`config.mk`:
```
export PLATFORM = sky130hd
export DESIGN_NAME = mem_stage
export DESIGN_NICKNAME = d
export VERILOG_FILES = /design/src/hdl/mem_types_pkg.sv /design/src/hdl/mem_stage.sv
export VERILOG_INCLUDE_DIRS = /design/src /design/src/hdl
export SDC_FILE = /design/constraint.sdc
export NUM_CORES = 1
export LEC_CHECK = 0
export CAP_MARGIN = 15
export CORE_AREA = 4 4 100 102
export DETAILED_ROUTE_END_ITERATION = 8
export DIE_AREA = 0 0 104 106
export DONT_BUFFER_PORTS = 1
export PLACE_DENSITY = 0.3
export SLEW_MARGIN = 20
export SYNTH_ARGS = -nofsm -noshare
export SYNTH_HDL_FRONTEND = slang
export SYNTH_SLANG_ARGS = --single-unit
```
`constraint.sdc`:
```
create_clock -name vclk -period 1.06
set_input_delay 0.106 -clock vclk [all_inputs]
set_output_delay 0.106 -clock vclk [all_outputs]
set_load 0.03 [all_outputs]
```
`src/hdl/mem_params.svh`:
```
`ifndef MEM_PARAMS_SVH
`define MEM_PARAMS_SVH

// Data and address word width
`define DATA_W 32

// Word address bits of the data RAM, 8 gives 1 KiB
`define RAM_ADDR_BITS 8

// Destination register index width
`define REG_IDX_W 5

`endif

```
`src/hdl/mem_types_pkg.sv`:
```
`default_nettype none

package mem_types_pkg;

    // Access width and signedness, funct3 encoding of RV32 loads
    typedef enum logic [2:0] {
        LB  = 3'b000,
        LH  = 3'b001,
        LW  = 3'b010,
        LBU = 3'b100,
        LHU = 3'b101
    } mem_size_t;

    // Source of the register writeback value
    typedef enum logic [1:0] {
        WB_LOAD  = 2'd0,
        WB_PC4   = 2'd1,
        WB_IMM_U = 2'd2,
        WB_ALU   = 2'd3
    } wb_sel_t;

    // One data word seen as byte lanes or as halfwords
    // Lane 0 is the least significant byte (little-endian bus)
    typedef union packed {
        logic [3:0][7:0]  lanes;
        logic [1:0][15:0] halves;
    } data_word_u;

endpackage

`default_nettype wire

```
`src/hdl/mem_stage.sv`:
```
`timescale 1ns/1ps
`default_nettype none

`include "mem_params.svh"

module mem_stage (
    input  wire logic                     m_valid,
    input  wire logic                     m_dren,
    input  wire logic                     m_dwen,
    input  mem_types_pkg::mem_size_t      m_size,
    input  mem_types_pkg::wb_sel_t        m_wb_sel,
    input  wire logic                     m_reg_write,
    input  wire logic [`REG_IDX_W-1:0]    m_rd,
    input  wire logic [`DATA_W-1:0]       m_alu_out,
    input  wire logic [`DATA_W-1:0]       m_rs2_data,
    input  wire logic [`DATA_W-1:0]       m_pc4,
    input  wire logic [`DATA_W-1:0]       m_imm_u,
    input  wire logic                     busy,
    input  wire logic [`DATA_W-1:0]       load_data,
    output logic                          ren,
    output logic                          wen,
    output logic [`RAM_ADDR_BITS-1:0]     addr,
    output logic [`DATA_W/8-1:0]          byte_en,
    output logic [`DATA_W-1:0]            wdata,
    output logic                          stall,
    output logic                          wb_valid,
    output logic [`REG_IDX_W-1:0]         wb_rd,
    output logic [`DATA_W-1:0]            wb_data,
    output logic                          mal_l,
    output logic                          mal_s
);

    logic [1:0] offset;
    logic       mal_addr;

    assign offset = m_alu_out[1:0];
    assign addr   = m_alu_out[`RAM_ADDR_BITS+1:2];

    // Little-endian lanes with the upper half at offset 2
    always_comb begin
        case (m_size)
            mem_types_pkg::LB, mem_types_pkg::LBU: begin
                byte_en  = 4'b0001 << offset;
                mal_addr = 1'b0;
            end
            mem_types_pkg::LH, mem_types_pkg::LHU: begin
                byte_en  = offset[1] ? 4'b1100 : 4'b0011;
                mal_addr = offset[0];
            end
            mem_types_pkg::LW: begin
                byte_en  = 4'b1111;
                mal_addr = (offset != 2'b00);
            end
            default: begin
                byte_en  = 4'b0000;
                mal_addr = 1'b0;
            end
        endcase
    end

    // Store data copied into every lane it could land on
    always_comb begin
        case (m_size)
            mem_types_pkg::LB, mem_types_pkg::LBU: wdata = {4{m_rs2_data[7:0]}};
            mem_types_pkg::LH, mem_types_pkg::LHU: wdata = {2{m_rs2_data[15:0]}};
            default:                               wdata = m_rs2_data;
        endcase
    end

    assign mal_l = m_valid && m_dren && mal_addr;
    assign mal_s = m_valid && m_dwen && mal_addr;

    // No bus traffic for a misaligned access
    assign ren = m_valid && m_dren && !mal_addr;
    assign wen = m_valid && m_dwen && !mal_addr;

    assign stall = busy;

    assign wb_valid = m_valid && m_reg_write && !mal_addr && !busy;
    assign wb_rd    = m_rd;

    always_comb begin
        case (m_wb_sel)
            mem_types_pkg::WB_LOAD:  wb_data = load_data;
            mem_types_pkg::WB_PC4:   wb_data = m_pc4;
            mem_types_pkg::WB_IMM_U: wb_data = m_imm_u;
            default:                 wb_data = m_alu_out;
        endcase
    end

    // Bus requests only with a legal lane pattern
    // A write's lowest enabled lane is the addressed byte
    always_comb begin
        a_no_mal_write: assert final (!wen || (byte_en[offset] &&
                ((byte_en & ((4'b0001 << offset) - 4'b0001)) == 4'b0000)))
            else $error("write issued for a misaligned store");
        a_lanes_set: assert final (!(ren || wen) || (byte_en != '0))
            else $error("bus request with no byte lane enabled");
    end

endmodule

`default_nettype wire

```
# Yosys cells after proc, flatten, opt, wreduce, memory -nomap -nowiden
# Cells that the tools add are included.
[classes]
eq_ne = 6
muxes = 5
shift = 1
n_reduce_logical = 16
[op_table]
columns = ["cell", "count"]
rows = [
  ["case mux 32 bit (3 select lines)", 1],
  ["case mux 32 bit (2 select lines)", 1],
  ["case mux 4 bit (3 select lines)", 1],
  ["logical AND 1 bit", 9],
  ["equality test 3 bit (second input constant)", 2],
  ["two-way mux 4 bit", 1],
  ["OR reduction 2 bit", 2],
  ["left shift 1 x 2 -> 4 bit (first input constant)", 1],
  ["equality test 3 x 1 -> 1 bit (second input constant)", 1],
  ["equality test 3 x 2 -> 1 bit (second input constant)", 1],
  ["logical NOT 3 bit", 1],
  ["equality test 2 x 1 -> 1 bit (second input constant)", 1],
  ["equality test 2 bit (second input constant)", 1],
  ["logical NOT 1 bit", 2],
  ["logical NOT 2 bit", 1],
  ["case mux 1 bit (2 select lines)", 1],
  ["nonzero test 2 bit", 1],
]
[totals]
reg_bits = 0
out_inout_bits = 87
wordCells = 28
input_bits = 175

# Longest topological paths before layout
[logic_depth]
ltp_word = 6
mapped_depth = 4
mapped_depth_nobuf = 3

# Worst setup path before layout
# Ideal clock, no wire load.
[synth_path]
kind = "input to output"
startpoint = "input port m_size[1]"
endpoint = "output port wdata[29]"
setup_slack_ps = -169
path_buffers = 2
t_arrival_ps = 1123
path_stages = 3
cell_sequence = "buf_4 > buf_2 > o21ai_0"
[synth_via]
elab_chain_cells = 3
elab_cells_between_ends = 7
[synth_rtl]
columns = ["element", "line", "text"]
rows = [
  ["start: declaration", "mem_stage.sv:10", "input mem_types_pkg::mem_size_t m_size,"],
  ["equality test 3 x 1 -> 1 bit (tied with other cells)", "mem_stage.sv:63", "case (m_size)"],
  ["OR reduction 2 bit", "mem_stage.sv:63", ""],
  ["case mux 32 bit (2 select lines) *", "mem_stage.sv:63", ""],
  ["end: declaration", "mem_stage.sv:24", "output logic [`DATA_W-1:0] wdata,"],
]
# Every way passes the cells marked *; elsewhere a longest branch is shown, timed or not.

# Worst setup path after layout
[layout_path]
startpoint = "input port m_alu_out[1]"
endpoint = "output port wb_valid"
[layout_via]
elab_chain_cells = 5
[layout_rtl]
columns = ["element", "line", "text"]
rows = [
  ["start: declaration", "mem_stage.sv:14", "input wire logic [`DATA_W-1:0] m_alu_out,"],
  ["nonzero test 2 bit", "mem_stage.sv:52", "mal_addr = (offset != 2'b00);"],
  ["case mux 1 bit (2 select lines)", "mem_stage.sv:41", "case (m_size)"],
  ["logical NOT 1 bit", "mem_stage.sv:79", "assign wb_valid = m_valid && m_reg_write && !mal_addr && !busy;"],
  ["logical AND 1 bit (2 in a row)", "mem_stage.sv:79", ""],
  ["end: declaration", "mem_stage.sv:26", "output logic wb_valid,"],
]
# Every way passes these cells.

==> impl_metrics.py <==
metrics = {
    "floorplanning": {
        "start_util_pct": 16.0,
        "die_w_um": 104,
        "die_h_um": 106,
        "coreArea_um2": 9110,
        "ios": 262,
        "die-area_um2": 11000,
        "rows": 35,
    },
    "routing": {
        "first_pass_iters": 4,
        "avgViaCountPerCell": 5.29,
        "wl_per_cell_um": 28.5,
        "ant_nets": 0,
        "drt-initial-drc-count": 60,
        "vias": 1184,
        "wl_mm": 6.37,
        "drc": 0,
    },
    "timing": {
        "setup_viol": 1,
        "period_share_pct": 101,
        "post-route-min-period_ps": 1070,
        "slew_viol_final": 0,
        "max_freq_mhz": 931,
        "tns_ps": -14.4,
        "tightest_slew_ps": 374,
        "slew_headroom_pct": 75.1,
        "rsz0062_at_grt": "true",
        "hold_viol": 0,
        "fin_ws_ps": -14.4,
    },
    "layout": {
        "area_delta_synth_final_pct": 4.13,
        "fill_cells": 1002,
        "nNetsFinal": 290,
        "final_area_um2": 1510,
        "regArea_um2": 0,
        "design.seq.count": 0,
        "fin_cells": 224,
        "n_clock_buffer": 0,
        "antenna_cells": 0,
        "layout-drive-gt1-share_pct": 66.4,
    },
    "place": {
        "post-place-ws_ps": -39.0,
        "place_area_um2": 1510,
        "dp.cells": 224,
        "io_buffers": 0,
        "hpwl_mm": 5.72,
        "gp_congestion": 0.795,
    },
    "setup_path": {
        "worstSetupStartpointType": "input pin",
        "cp.arrival_ps": 970,
        "worstPathRequired_ps": 950,
        "slowest_delay_ps": 300,
        "critPathCaptureType": "primary output",
        "path_cells": "or2_1 -> a32o_2 -> nor3_4 -> buf_12",
        "cp_slowest_cell": "a32o_2",
        "cp_max_fo": 5,
        "critPathKind": "in2out",
        "startpoint": "m_alu_out[1]",
    },
    "power_and_ir_drop": {
        "cellLeakagePower_nw": 0.507,
        "vdd_drop_max_v": 0.000159,
        "power-per-cell-area_nw_per_um2": 653,
        "power_uw": 988,
    },
    "clock_tree": {
        "postCtsHoldBufs": 0,
    },
    "synthesis": {
        "ys_top_cells_by_count": "mux4_2 (30), buf_4 (24), mux2_2 (16)",
        "synth_nets": 301,
        "avgSynthCellArea_um2": 11.5,
        "syn_area_um2": 1450,
        "synthDistinctLibCells": 18,
        "synth_cells": 126,
        "ys_seq_area_share_pct": 0,
        "ys_warn_count": 0,
        "synth_top_area_share_pct": 46.5,
        "synthTopCellsByArea": "mux4_2 (46%), buf_4 (12%), mux2_2 (12%)",
        "synth_top_cell_by_area": "mux4_2",
        "synth_most_common_cell": "mux4_2",
    },
    "worst_hold_path": {
        "hp-start": "m_rd[3]",
        "hp-class": "in2out",
    },
    "flow_run": {
        "maxCapViolCount": 0,
    },
    "global_route": {
        "grt_pass1_vias": 1319,
        "grt_max_degree": 33,
        "overflow": 0,
        "antenna_found_initial": 0,
        "grt_pass1_wl_mm": 8.77,
        "grtUsageTotal_pct": 9.98,
    },
    "outcome": {
        "status": "finished, violations left",
        "violations": "setup timing",
    },
}
-- metrics by stage --
step / util (%) / hold slack, ps
finish: 16.6 / 212
global placement: 16.5 / 212
global route: 16.6 / 212
detailed placement: 16.5 / 212
CTS: 16.5 / 212
floorplan: - / 257
-- area by class of cell --
cell class | instances | area (um^2) | area share (%)
multi-input combinational | 93 | 1200 | 79.6
tap | 111 | 139 | 9.17
timing repair buffer | 20 | 170 | 11.2
-- worst max-delay path, delay by kind of cell --
kind / cells / cell delay, ps
simple gates: 2 / 420
buf+inv: 1 / 140
compound gates: 1 / 300
-- power breakdown --
| group | switching (mW) | internal, mW | total [mW] | leakage (nW) |
|---|---|---|---|---|
| logic | 0.617 | 0.371 | 0.988 | 0.507 |
| registers | 0 | 0 | 0 | 0 |
| clock network | 0 | 0 | 0 | 0 |
-- routing by layer --
metal	GRT usage (%)	share of wire, %
met1	10.5	32
met2	19.6	55
met3	3.76	12
met4	0.570	0.49
met5	0	0
-- path summary, 6_finish.rpt --
check / to / cells after the start
max: wb_valid / 4
min: wb_rd[3] / 0
-- placed cells by master, fill, tap and decap left out, drive strengths merged --
cell,instances
a32o,1
buf,20
mux2,16
mux2i,8
mux4,32
nand2,12
nand2b,1
nor2,5
nor2b,4
nor3,1
o21ai,10
o31ai,2
or2,1
-- logic make-up after synthesis --
| logic type | after synthesis | synth area share, % |
|---|---|---|
| simple gates | 24 | 7.83 |
| mux | 56 | 68.0 |
| compound gates | 13 | 5.16 |
| buf+inv | 33 | 19.0 |
-- repair_timing --
action	CTS	global route
pin swaps	1	0
hold endpoints to repair	0	0
cloned	0	0
buffers inserted	0	0
setup endpoints to repair	1	4
resized for setup	0	2
(Power assumes the default switching activity.)
