### src/hdl/mem_params.svh
`ifndef MEM_PARAMS_SVH
`define MEM_PARAMS_SVH

// Data and address word width
`define DATA_W 32

// Word address bits of the data RAM, 8 gives 1 KiB
`define RAM_ADDR_BITS 8

// Destination register index width
`define REG_IDX_W 5

`endif

### src/hdl/mem_types_pkg.sv
`default_nettype none

package mem_types_pkg;

    // Access width and signedness, funct3 encoding of RV32 loads
    typedef enum logic [2:0] {
        LB  = 3'b000,
        LH  = 3'b001,
        LW  = 3'b010,
        LBU = 3'b100,
        LHU = 3'b101
    } mem_size_t;

    // Source of the register writeback value
    typedef enum logic [1:0] {
        WB_LOAD  = 2'd0,
        WB_PC4   = 2'd1,
        WB_IMM_U = 2'd2,
        WB_ALU   = 2'd3
    } wb_sel_t;

    // One data word seen as byte lanes or as halfwords
    // Lane 0 is the least significant byte (little-endian bus)
    typedef union packed {
        logic [3:0][7:0]  lanes;
        logic [1:0][15:0] halves;
    } data_word_u;

endpackage

`default_nettype wire

### src/hdl/load_extender.sv
`timescale 1ns/1ps
`default_nettype none

`include "mem_params.svh"

module load_extender (
    input  wire logic [`DATA_W-1:0]   rdata,
    input  mem_types_pkg::mem_size_t  size,
    input  wire logic [1:0]           offset,
    output logic [`DATA_W-1:0]        load_data
);

    mem_types_pkg::data_word_u word;
    logic [7:0]                sel_byte;
    logic [15:0]               sel_half;

    assign word = rdata;

    // Byte lane equals the offset, halfword picked by offset bit 1
    assign sel_byte = word.lanes[offset];
    assign sel_half = word.halves[offset[1]];

    always_comb begin
        case (size)
            mem_types_pkg::LB: begin
                load_data = {{(`DATA_W-8){sel_byte[7]}}, sel_byte};
            end
            mem_types_pkg::LBU: begin
                load_data = {{(`DATA_W-8){1'b0}}, sel_byte};
            end
            mem_types_pkg::LH: begin
                load_data = {{(`DATA_W-16){sel_half[15]}}, sel_half};
            end
            mem_types_pkg::LHU: begin
                load_data = {{(`DATA_W-16){1'b0}}, sel_half};
            end
            // Full word passes through
            default: begin
                load_data = rdata;
            end
        endcase
    end

endmodule

`default_nettype wire

### config.mk
export PLATFORM = sky130hd
export DESIGN_NAME = load_extender
export DESIGN_NICKNAME = d
export VERILOG_FILES = /design/src/hdl/mem_types_pkg.sv /design/src/hdl/load_extender.sv
export VERILOG_INCLUDE_DIRS = /design/src /design/src/hdl
export SDC_FILE = /design/constraint.sdc
export NUM_CORES = 1
export LEC_CHECK = 0
export BUFFER_PORTS_ARGS = -buffer_cell sky130_fd_sc_hd__buf_2
export CAP_MARGIN = 20
export CORE_MARGIN = 10
export CORE_UTILIZATION = 36
export DETAILED_ROUTE_END_ITERATION = 6
export PLACE_DENSITY = 0.82
export SYNTH_ARGS = -nofsm -noshare
export SYNTH_HDL_FRONTEND = slang
export SYNTH_SLANG_ARGS = --single-unit
### constraint.sdc
create_clock -name vclk -period 1.95
set_input_delay 0.2925 -clock vclk [all_inputs]
set_output_delay 0.2925 -clock vclk [all_outputs]
set_load 0.05 [all_outputs]
# Word-level counts from Yosys, hierarchy flattened
# Index checks and enable logic that the tools add are counted.
# classes
eq_ne	3
bitwise_logic	0
n_div	0
multipliers	0
magnitude_cmp	2
reduce_logical	1
n_shift	0
addsub	0
muxes	5
# ops
operator	count
$pmux W32 S4	1
$mux W16	2
$bmux W8 S2	1
$mux W8	1
$eq A3 B3 Y1 const B	2
$eq A3 B1 Y1 const B	1
$logic_not A3 Y1	1
$lt A2 B3 Y1 const B	1
$lt A1 B2 Y1 const B	1
# totals
mem_bits_rw	0
memories	0
romBits	0
ff_bits	0
out_inout_bits	32
latch_bits	0
wordCells	11
in_bits	37

# Logic depth before layout (Yosys ltp)
# Gate-level depths: netlist (run 1).
# logic_depth
word_depth	3
ltp_mapped	6
mapped_depth_nobuf	4

# Worst setup path after synthesis (run 1)
# OpenSTA, ideal clock, no wires.
# synth_timing
path_kind	in2out
from	input port size[0]
to	output port load_data[6]
required_time_ps	1657
path_slack_ps	-980
stages	5
n_path_buf	2
t_arrival_ps	2638
cell_sequence	buf_2 -> nor2b_1 -> buf_2 -> mux2i_1 -> o311ai_0
# synth_via
elab_chain_len	2
word_cells_on_any_way	5
classes_between	eq/ne (3); mux (1); reduce/logical (1)
# synth_rtl
item	line	rtl
from (decl)	load_extender.sv:8	input mem_types_pkg::mem_size_t size,
$eq A3 B3 Y1 (tied with other cells)	load_extender.sv:24	case (size)
$pmux W32 S4 *	load_extender.sv:24	
to (decl)	load_extender.sv:10	output logic [`DATA_W-1:0] load_data
# Every way passes the cells marked *; elsewhere a longest branch is shown, timed or not.

# Worst setup path after layout (run 1)
# layout_timing
from	input port rdata[15]
to	output port load_data[25]
# layout_via
elab_chain_len	3
word_cells_on_any_way	5
classes_between	mux (5)
# layout_rtl
item	line	rtl
from (decl)	load_extender.sv:7	input wire logic [`DATA_W-1:0] rdata,
$bmux W8 S2 / $mux W16 (equally long branches)	load_extender.sv:20, load_extender.sv:21	
$mux W8 (not written as such) / $mux W16 (equally long branches)	load_extender.sv:20, load_extender.sv:21	
$pmux W32 S4 *	load_extender.sv:24	
# Every way passes the cells marked *; elsewhere a longest branch is shown, timed or not. The select of a mux whose other input is x is not followed.

==> results of run 1 <==
stage by stage:
step,instance area [um2],setup WS [ns],power (mW),hold slack [ns],setup TNS (ns)
floorplan,658,0.0201,0.353,0.804,0
global placement,1080,0.0102,0.492,0.978,0
detailed placement,1080,-0.0558,0.499,0.980,-0.496
CTS,1140,-0.00704,0.525,0.948,-0.00773
global route,1320,-0.0211,0.626,0.972,-0.121
finish,1320,-0.00472,0.601,0.942,-0.0122
layer usage:
metal	track usage	routed length (um)
met5	0	0
met4	0.0382	199
met3	0.0366	549
met2	0.268	1960
met1	0.185	1330
kinds of logic (layout without fill, tap and decap cells):
kind of cell | Yosys count | count (layout) | share of synthesized area
buffers and inverters | 9 | 84 | 0.0717
AND/OR/NAND/NOR | 61 | 61 | 0.430
AO/OA/AOI/OAI | 29 | 29 | 0.309
multiplexers | 10 | 10 | 0.189
worst max-delay path: cells and delay by family:
kind | cells | cell delay, ns
compound gates | 1 | 0.20
buf+inv | 3 | 0.44
mux | 1 | 0.47
simple gates | 2 | 0.24
cell usage in the layout (no fill, tap or decap), types with 6 or more instances in the layout:
| master | n |
|---|---|
| a21oi_1 | 6 |
| a22oi_1 | 8 |
| buf_2 | 47 |
| buf_4 | 14 |
| buf_6 | 15 |
| buf_8 | 7 |
| nand2_1 | 32 |
| nand2_2 | 8 |
| nand2_4 | 6 |
| o21ai_2 | 6 |
cells in the mapped netlist:
library cell	count	share of area
o21bai_1	1	0.012
nand2_2	2	0.020
o32ai_1	1	0.014
nand3b_1	1	0.012
mux2i_1	4	0.064
nand2_1	44	0.26
mux4_2	1	0.036
buf_6	1	0.018
a21oi_1	6	0.048
a22oi_1	8	0.096
clkbuf_1	4	0.024
o211ai_1	2	0.024
nand2b_1	1	0.010
inv_1	1	0.0060
mux2_2	5	0.090
nor2b_1	4	0.040
nor3b_4	1	0.030
nor3_1	1	0.0080
o21bai_4	1	0.030
buf_2	3	0.024
o311ai_0	1	0.014
or2_2	1	0.010
nand3_1	1	0.0080
o21ai_0	9	0.072
nor2_1	5	0.030
repair_timing:
item	in CTS	in global routing
setup endpoints to repair	17	26
gates cloned	0	1
resized for setup	21	52
hold buffers	0	0
pin swaps	0	1
power groups by stage:
stage	clock network, mW	logic, mW	registers, mW
finish	0	0.601	0
global route	0	0.626	0
floorplan	0	0.353	0
global placement	0	0.492	0
detailed placement	0	0.499	0
CTS	0	0.525	0
layout make-up:
type,instances,area (um2),area share
inverter,1,3.75,0.00284
multi-input combinational,100,683,0.517
tap,17,21.3,0.0161
timing repair buffer,83,614,0.465
final timing paths:
| check | startpoint | endpoint | slack (ns) |
|---|---|---|---|
| max | rdata[15] | load_data[25] | -0.005 |
| min | rdata[20] | load_data[20] | 0.94 |
==> metrics.csv, run 1 <==
stage;metric;value;unit
sta;final slew viol count;0;
critical_path;Setup CP Type;primary input to primary output;
grt;vias in the first global route;1049;
grt;Overflow after GRT;0;
pwr;Combinational Power Share;1.000;
floorplanning;Rows;15;
pwr;Max IR drop VDD;0.262;mV
grt;first-pass GRT wire length;4.67;mm
cells_and_area;clock buf count;0;
status;status;complete, but fails checks;
floorplanning;core area;0.00169;mm2
cells_and_area;Finished Core Util;0.783;
sta;setup ws final;-0.00472;ns
sta;final period utilization;1.00;
cells_and_area;P&R area growth vs syn;111;%
grt;largest net degree at the start of global routing;22;
pwr;P_int;0.209;mW
logic_synthesis;synth warn;0;
pwr;switch share;0.652;
worst_hold_path;Hold Crit Depth;4;
run;MaxCap Viol Count;0;
sta;final hold vios;0;
worst_hold_path;Min-Delay Path Class;primary input to primary output;
critical_path;CP max stage delay;0.47;ns
critical_path;Worst path slowest cell;mux4_2;
floorplanning;die area;0.00382;mm2
critical_path;crit path max fanout;6;
sta;endpoints failing setup;3;
detailed_routing;WL per Instance;20.1;um
detailed_routing;First DRT Iteration DRCs;135;
pwr;Switching Power;0.392;mW
placed_design;IO buf count;69;
logic_synthesis;Synth Cell Area;628;um2
cells_and_area;FF/Latch Area;0;um2
detailed_routing;DRT Pass-1 Iters;5;
floorplanning;DIE HEIGHT;61.8;um
floorplanning;Die X;61.8;um
detailed_routing;# DRC;0;
sta;Slew HR;0.751;
cells_and_area;layout net count;223;
logic_synthesis;Cells after Synth;109;
pwr;PwrDens;455;mW/mm2
critical_path;crit-path cells;buf_2 > mux4_2 > nor3b_4 > o21bai_4 > buf_8 > nand2_4 > buf_8;
critical_path;cell repeated most along the worst path;buf_8;
placed_design;dpl hpwl;2.66;mm
cells_and_area;diode count;0;
cells_and_area;fin cells;201;
sta;fmax;0.512;GHz
logic_synthesis;Avg Cell Area, Syn;5.76;um2
cells_and_area;fillcell total;105;
status;failing checks;negative setup slack;
grt;initial antenna violation count;0;
logic_synthesis;post-synth cell types;25;
pwr;sequential share of power;0;
logic_synthesis;sequential element share of the synthesized area;0;
floorplanning;Ports;69;
detailed_routing;via count;1211;
critical_path;critical path data required time;1.66;ns
sta;worst slew pin tran;0.373;ns
sta;minimum clock period after layout;1.95;ns
critical_path;crit start category;primary input;
placed_design;routability cong.;0.860;
cells_and_area;FFs & Latches;0;
pwr;P_leak;0.705;nW
clock_tree;Setup Buffers After CTS;0;
detailed_routing;post-route ant nets;0;
critical_path;Worst setup EP type;primary output;
cells_and_area;fraction of layout cells with a size suffix above 1;0.620;
pwr;clock power share;0;
logic_synthesis;Syn Nets;146;
detailed_routing;vias per cell;6.02;
critical_path;Arr. time, crit path;1.66;ns
sta;RSZ-0062 raised after global routing;true;
placed_design;placed cells;200;
grt;Total Routing Usage GR;0.154;
floorplanning;starting density of the core;0.372;
detailed_routing;total length of routed wires;4.04;mm
Note: power is estimated with default switching activity, not from simulation.
==> run 2: changes to the inputs <==
PLACE_DENSITY = default   (was 0.82)
PLACE_DENSITY_LB_ADDON = 0.2   (was default)
==> run 2 against run 1 <==
Critical path type unchanged; the flow now finishes without violations; die area did not move; non-clock buffer count up 1; combinational power is 8.7% lower; critical path depth unchanged; sequential share of layout area unchanged.
==> metrics.csv, run 2 (synthesis gave the netlist of run 1 again) <==
stage;metric;value;unit;change
status;status;complete, no violations;;
critical_path;crit start category;primary input;;
floorplanning;Ports;69;;unchanged
sta;endpoints failing setup;0;;-3
sta;minimum clock period after layout;1.89;ns;-0.0617 ns
pwr;Switching Power;0.362;mW;-7.8%
placed_design;IO buf count;69;;unchanged
clock_tree;CTS Hold Bufs;0;;unchanged
sta;final setup TNS;0;ns;+0.0122 ns
critical_path;Setup CP Type;primary input to primary output;;
floorplanning;die area;0.00382;mm2;unchanged
critical_path;critical path data required time;1.66;ns;about the same
critical_path;Arr. time, crit path;1.60;ns;-0.06 ns
cells_and_area;diode count;0;;unchanged
critical_path;Worst setup EP type;primary output;;
pwr;P_leak;0.685;nW;-2.9%
cells_and_area;commonest non-fill, non-tap cells in the layout;buf_2 (51), nand2_1 (43), buf_6 (17);;
pwr;sequential share of power;0;;unchanged
sta;worst slew pin tran;0.253;ns;-0.120 ns
cells_and_area;FFs & Latches;0;;unchanged
critical_path;crit path max fanout;8;;+2
cells_and_area;clock buf count;0;;unchanged
placed_design;routability cong.;0.868;;+0.99%
grt;vias in the first global route;1094;;+4.3%
grt;first-pass GRT wire length;4.60;mm;-1.6%
cells_and_area;P&R area growth vs syn;92.6;%;
placed_design;dpl hpwl;2.55;mm;-4.2%
pwr;Combinational Power Share;1.000;;about the same
cells_and_area;layout net count;224;;+0.45%
sta;fmax;0.528;GHz;+3.3%
grt;Overflow after GRT;0;;unchanged
clock_tree;Setup Buffers After CTS;0;;unchanged
grt;Total Routing Usage GR;0.148;;-0.00626
pwr;switch share;0.658;;+0.00593
cells_and_area;FF/Latch Area;0;um2;unchanged
floorplanning;starting density of the core;0.372;;unchanged
sta;Slew HR;0.830;;+0.0797
detailed_routing;vias per cell;5.31;;-12%
cells_and_area;commonest non-fill, non-tap cell in the layout;buf_2;;
detailed_routing;WL per Instance;15.1;um;-25%
floorplanning;core area;0.00169;mm2;unchanged
worst_hold_path;Min-Delay Path Class;primary input to primary output;;
sta;final period utilization;0.971;;-0.0317
pwr;Max IR drop VDD;0.264;mV;+0.74%
cells_and_area;fillcell total;151;;+44%
detailed_routing;post-route ant nets;0;;unchanged
pwr;clock power share;0;;unchanged
grt;largest net degree at the start of global routing;23;;+4.5%
detailed_routing;total length of routed wires;3.04;mm;-25%
detailed_routing;via count;1073;;-11%
grt;initial antenna violation count;0;;unchanged
run;MaxCap Viol Count;0;;unchanged
pwr;PwrDens;454;mW/mm2;-0.11%
floorplanning;Rows;15;;unchanged
pwr;Final Total Pwr;0.549;mW;-8.6%
detailed_routing;DRT Pass-1 Iters;4;;-1
floorplanning;DIE HEIGHT;61.8;um;unchanged
cells_and_area;fraction of layout cells with a size suffix above 1;0.557;;-0.0628
sta;final slew viol count;0;;unchanged
detailed_routing;# DRC;0;;unchanged
sta;final hold vios;0;;unchanged
detailed_routing;First DRT Iteration DRCs;23;;-83%
floorplanning;Die X;61.8;um;unchanged
pwr;P_int;0.188;mW;-10%
sta;RSZ-0062 raised after global routing;true;;
run 2: cell types whose count changed in the layout (fill, tap and decap cells not counted), sizes merged:
cell,before,now
buf,83,84
run 2: area by class of cell:
cell class         count  area (um2)  area share
multi-input cells    100         618       0.511
well taps             17        21.3      0.0176
inverters              1        3.75     0.00310
repair buffers        84         567       0.468
run 2: power by group through the flow:
stage                     Sequential, mW  Clock [mW]  Combinational, mW
final                                  0           0              0.549
after global routing                   0           0              0.581
after CTS                              0           0              0.512
after detailed placement               0           0              0.503
after global placement                 0           0              0.497
after floorplan                        0           0              0.353
run 2: critical path, stage by stage:
cell	delay, ns
buf_2	0.09
mux4_2	0.52
nor3b_4	0.18
o21bai_4	0.13
buf_6	0.15
nand2_1	0.07
buf_6	0.15
run 2: path summary, 6_finish.rpt:
check / start / end / slack (ns) / cells past startpoint
setup / recovery: offset[0] / load_data[22] / 0.06 / 7
hold / removal: rdata[28] / load_data[28] / 0.94 / 4
run 2: layer usage:
| layer | GRT usage | routed length, um | share of wire |
|---|---|---|---|
| met1 | 0.163 | 1100 | 0.36 |
| met2 | 0.284 | 1560 | 0.51 |
| met3 | 0.0386 | 355 | 0.12 |
| met4 | 0.0127 | 19 | 0.0062 |
| met5 | 0 | 0 | 0 |
run 2: stage by stage:
| stage | worst slack [ns] | cell area, um2 | util | std cells | hold slack, ns |
|---|---|---|---|---|---|
| finish | 0.0570 | 1210 | 0.716 | 202 | 0.935 |
| global route | -0.0113 | 1210 | 0.716 | 202 | 0.953 |
| CTS | 0.000761 | 1110 | 0.659 | 202 | 0.966 |
| detailed placement | -0.0129 | 1100 | 0.649 | 202 | 0.985 |
| global placement | 0.0206 | 1100 | 0.649 | 202 | 0.980 |
| floorplan | 0.0201 | 658 | - | 109 | 0.804 |
run 2: what timing repair did:
action | in CTS | in global routing
gates cloned | 0 | 0
resized for setup | 7 | 41
setup endpoints to repair | 7 | 19
pin swaps | 0 | 1
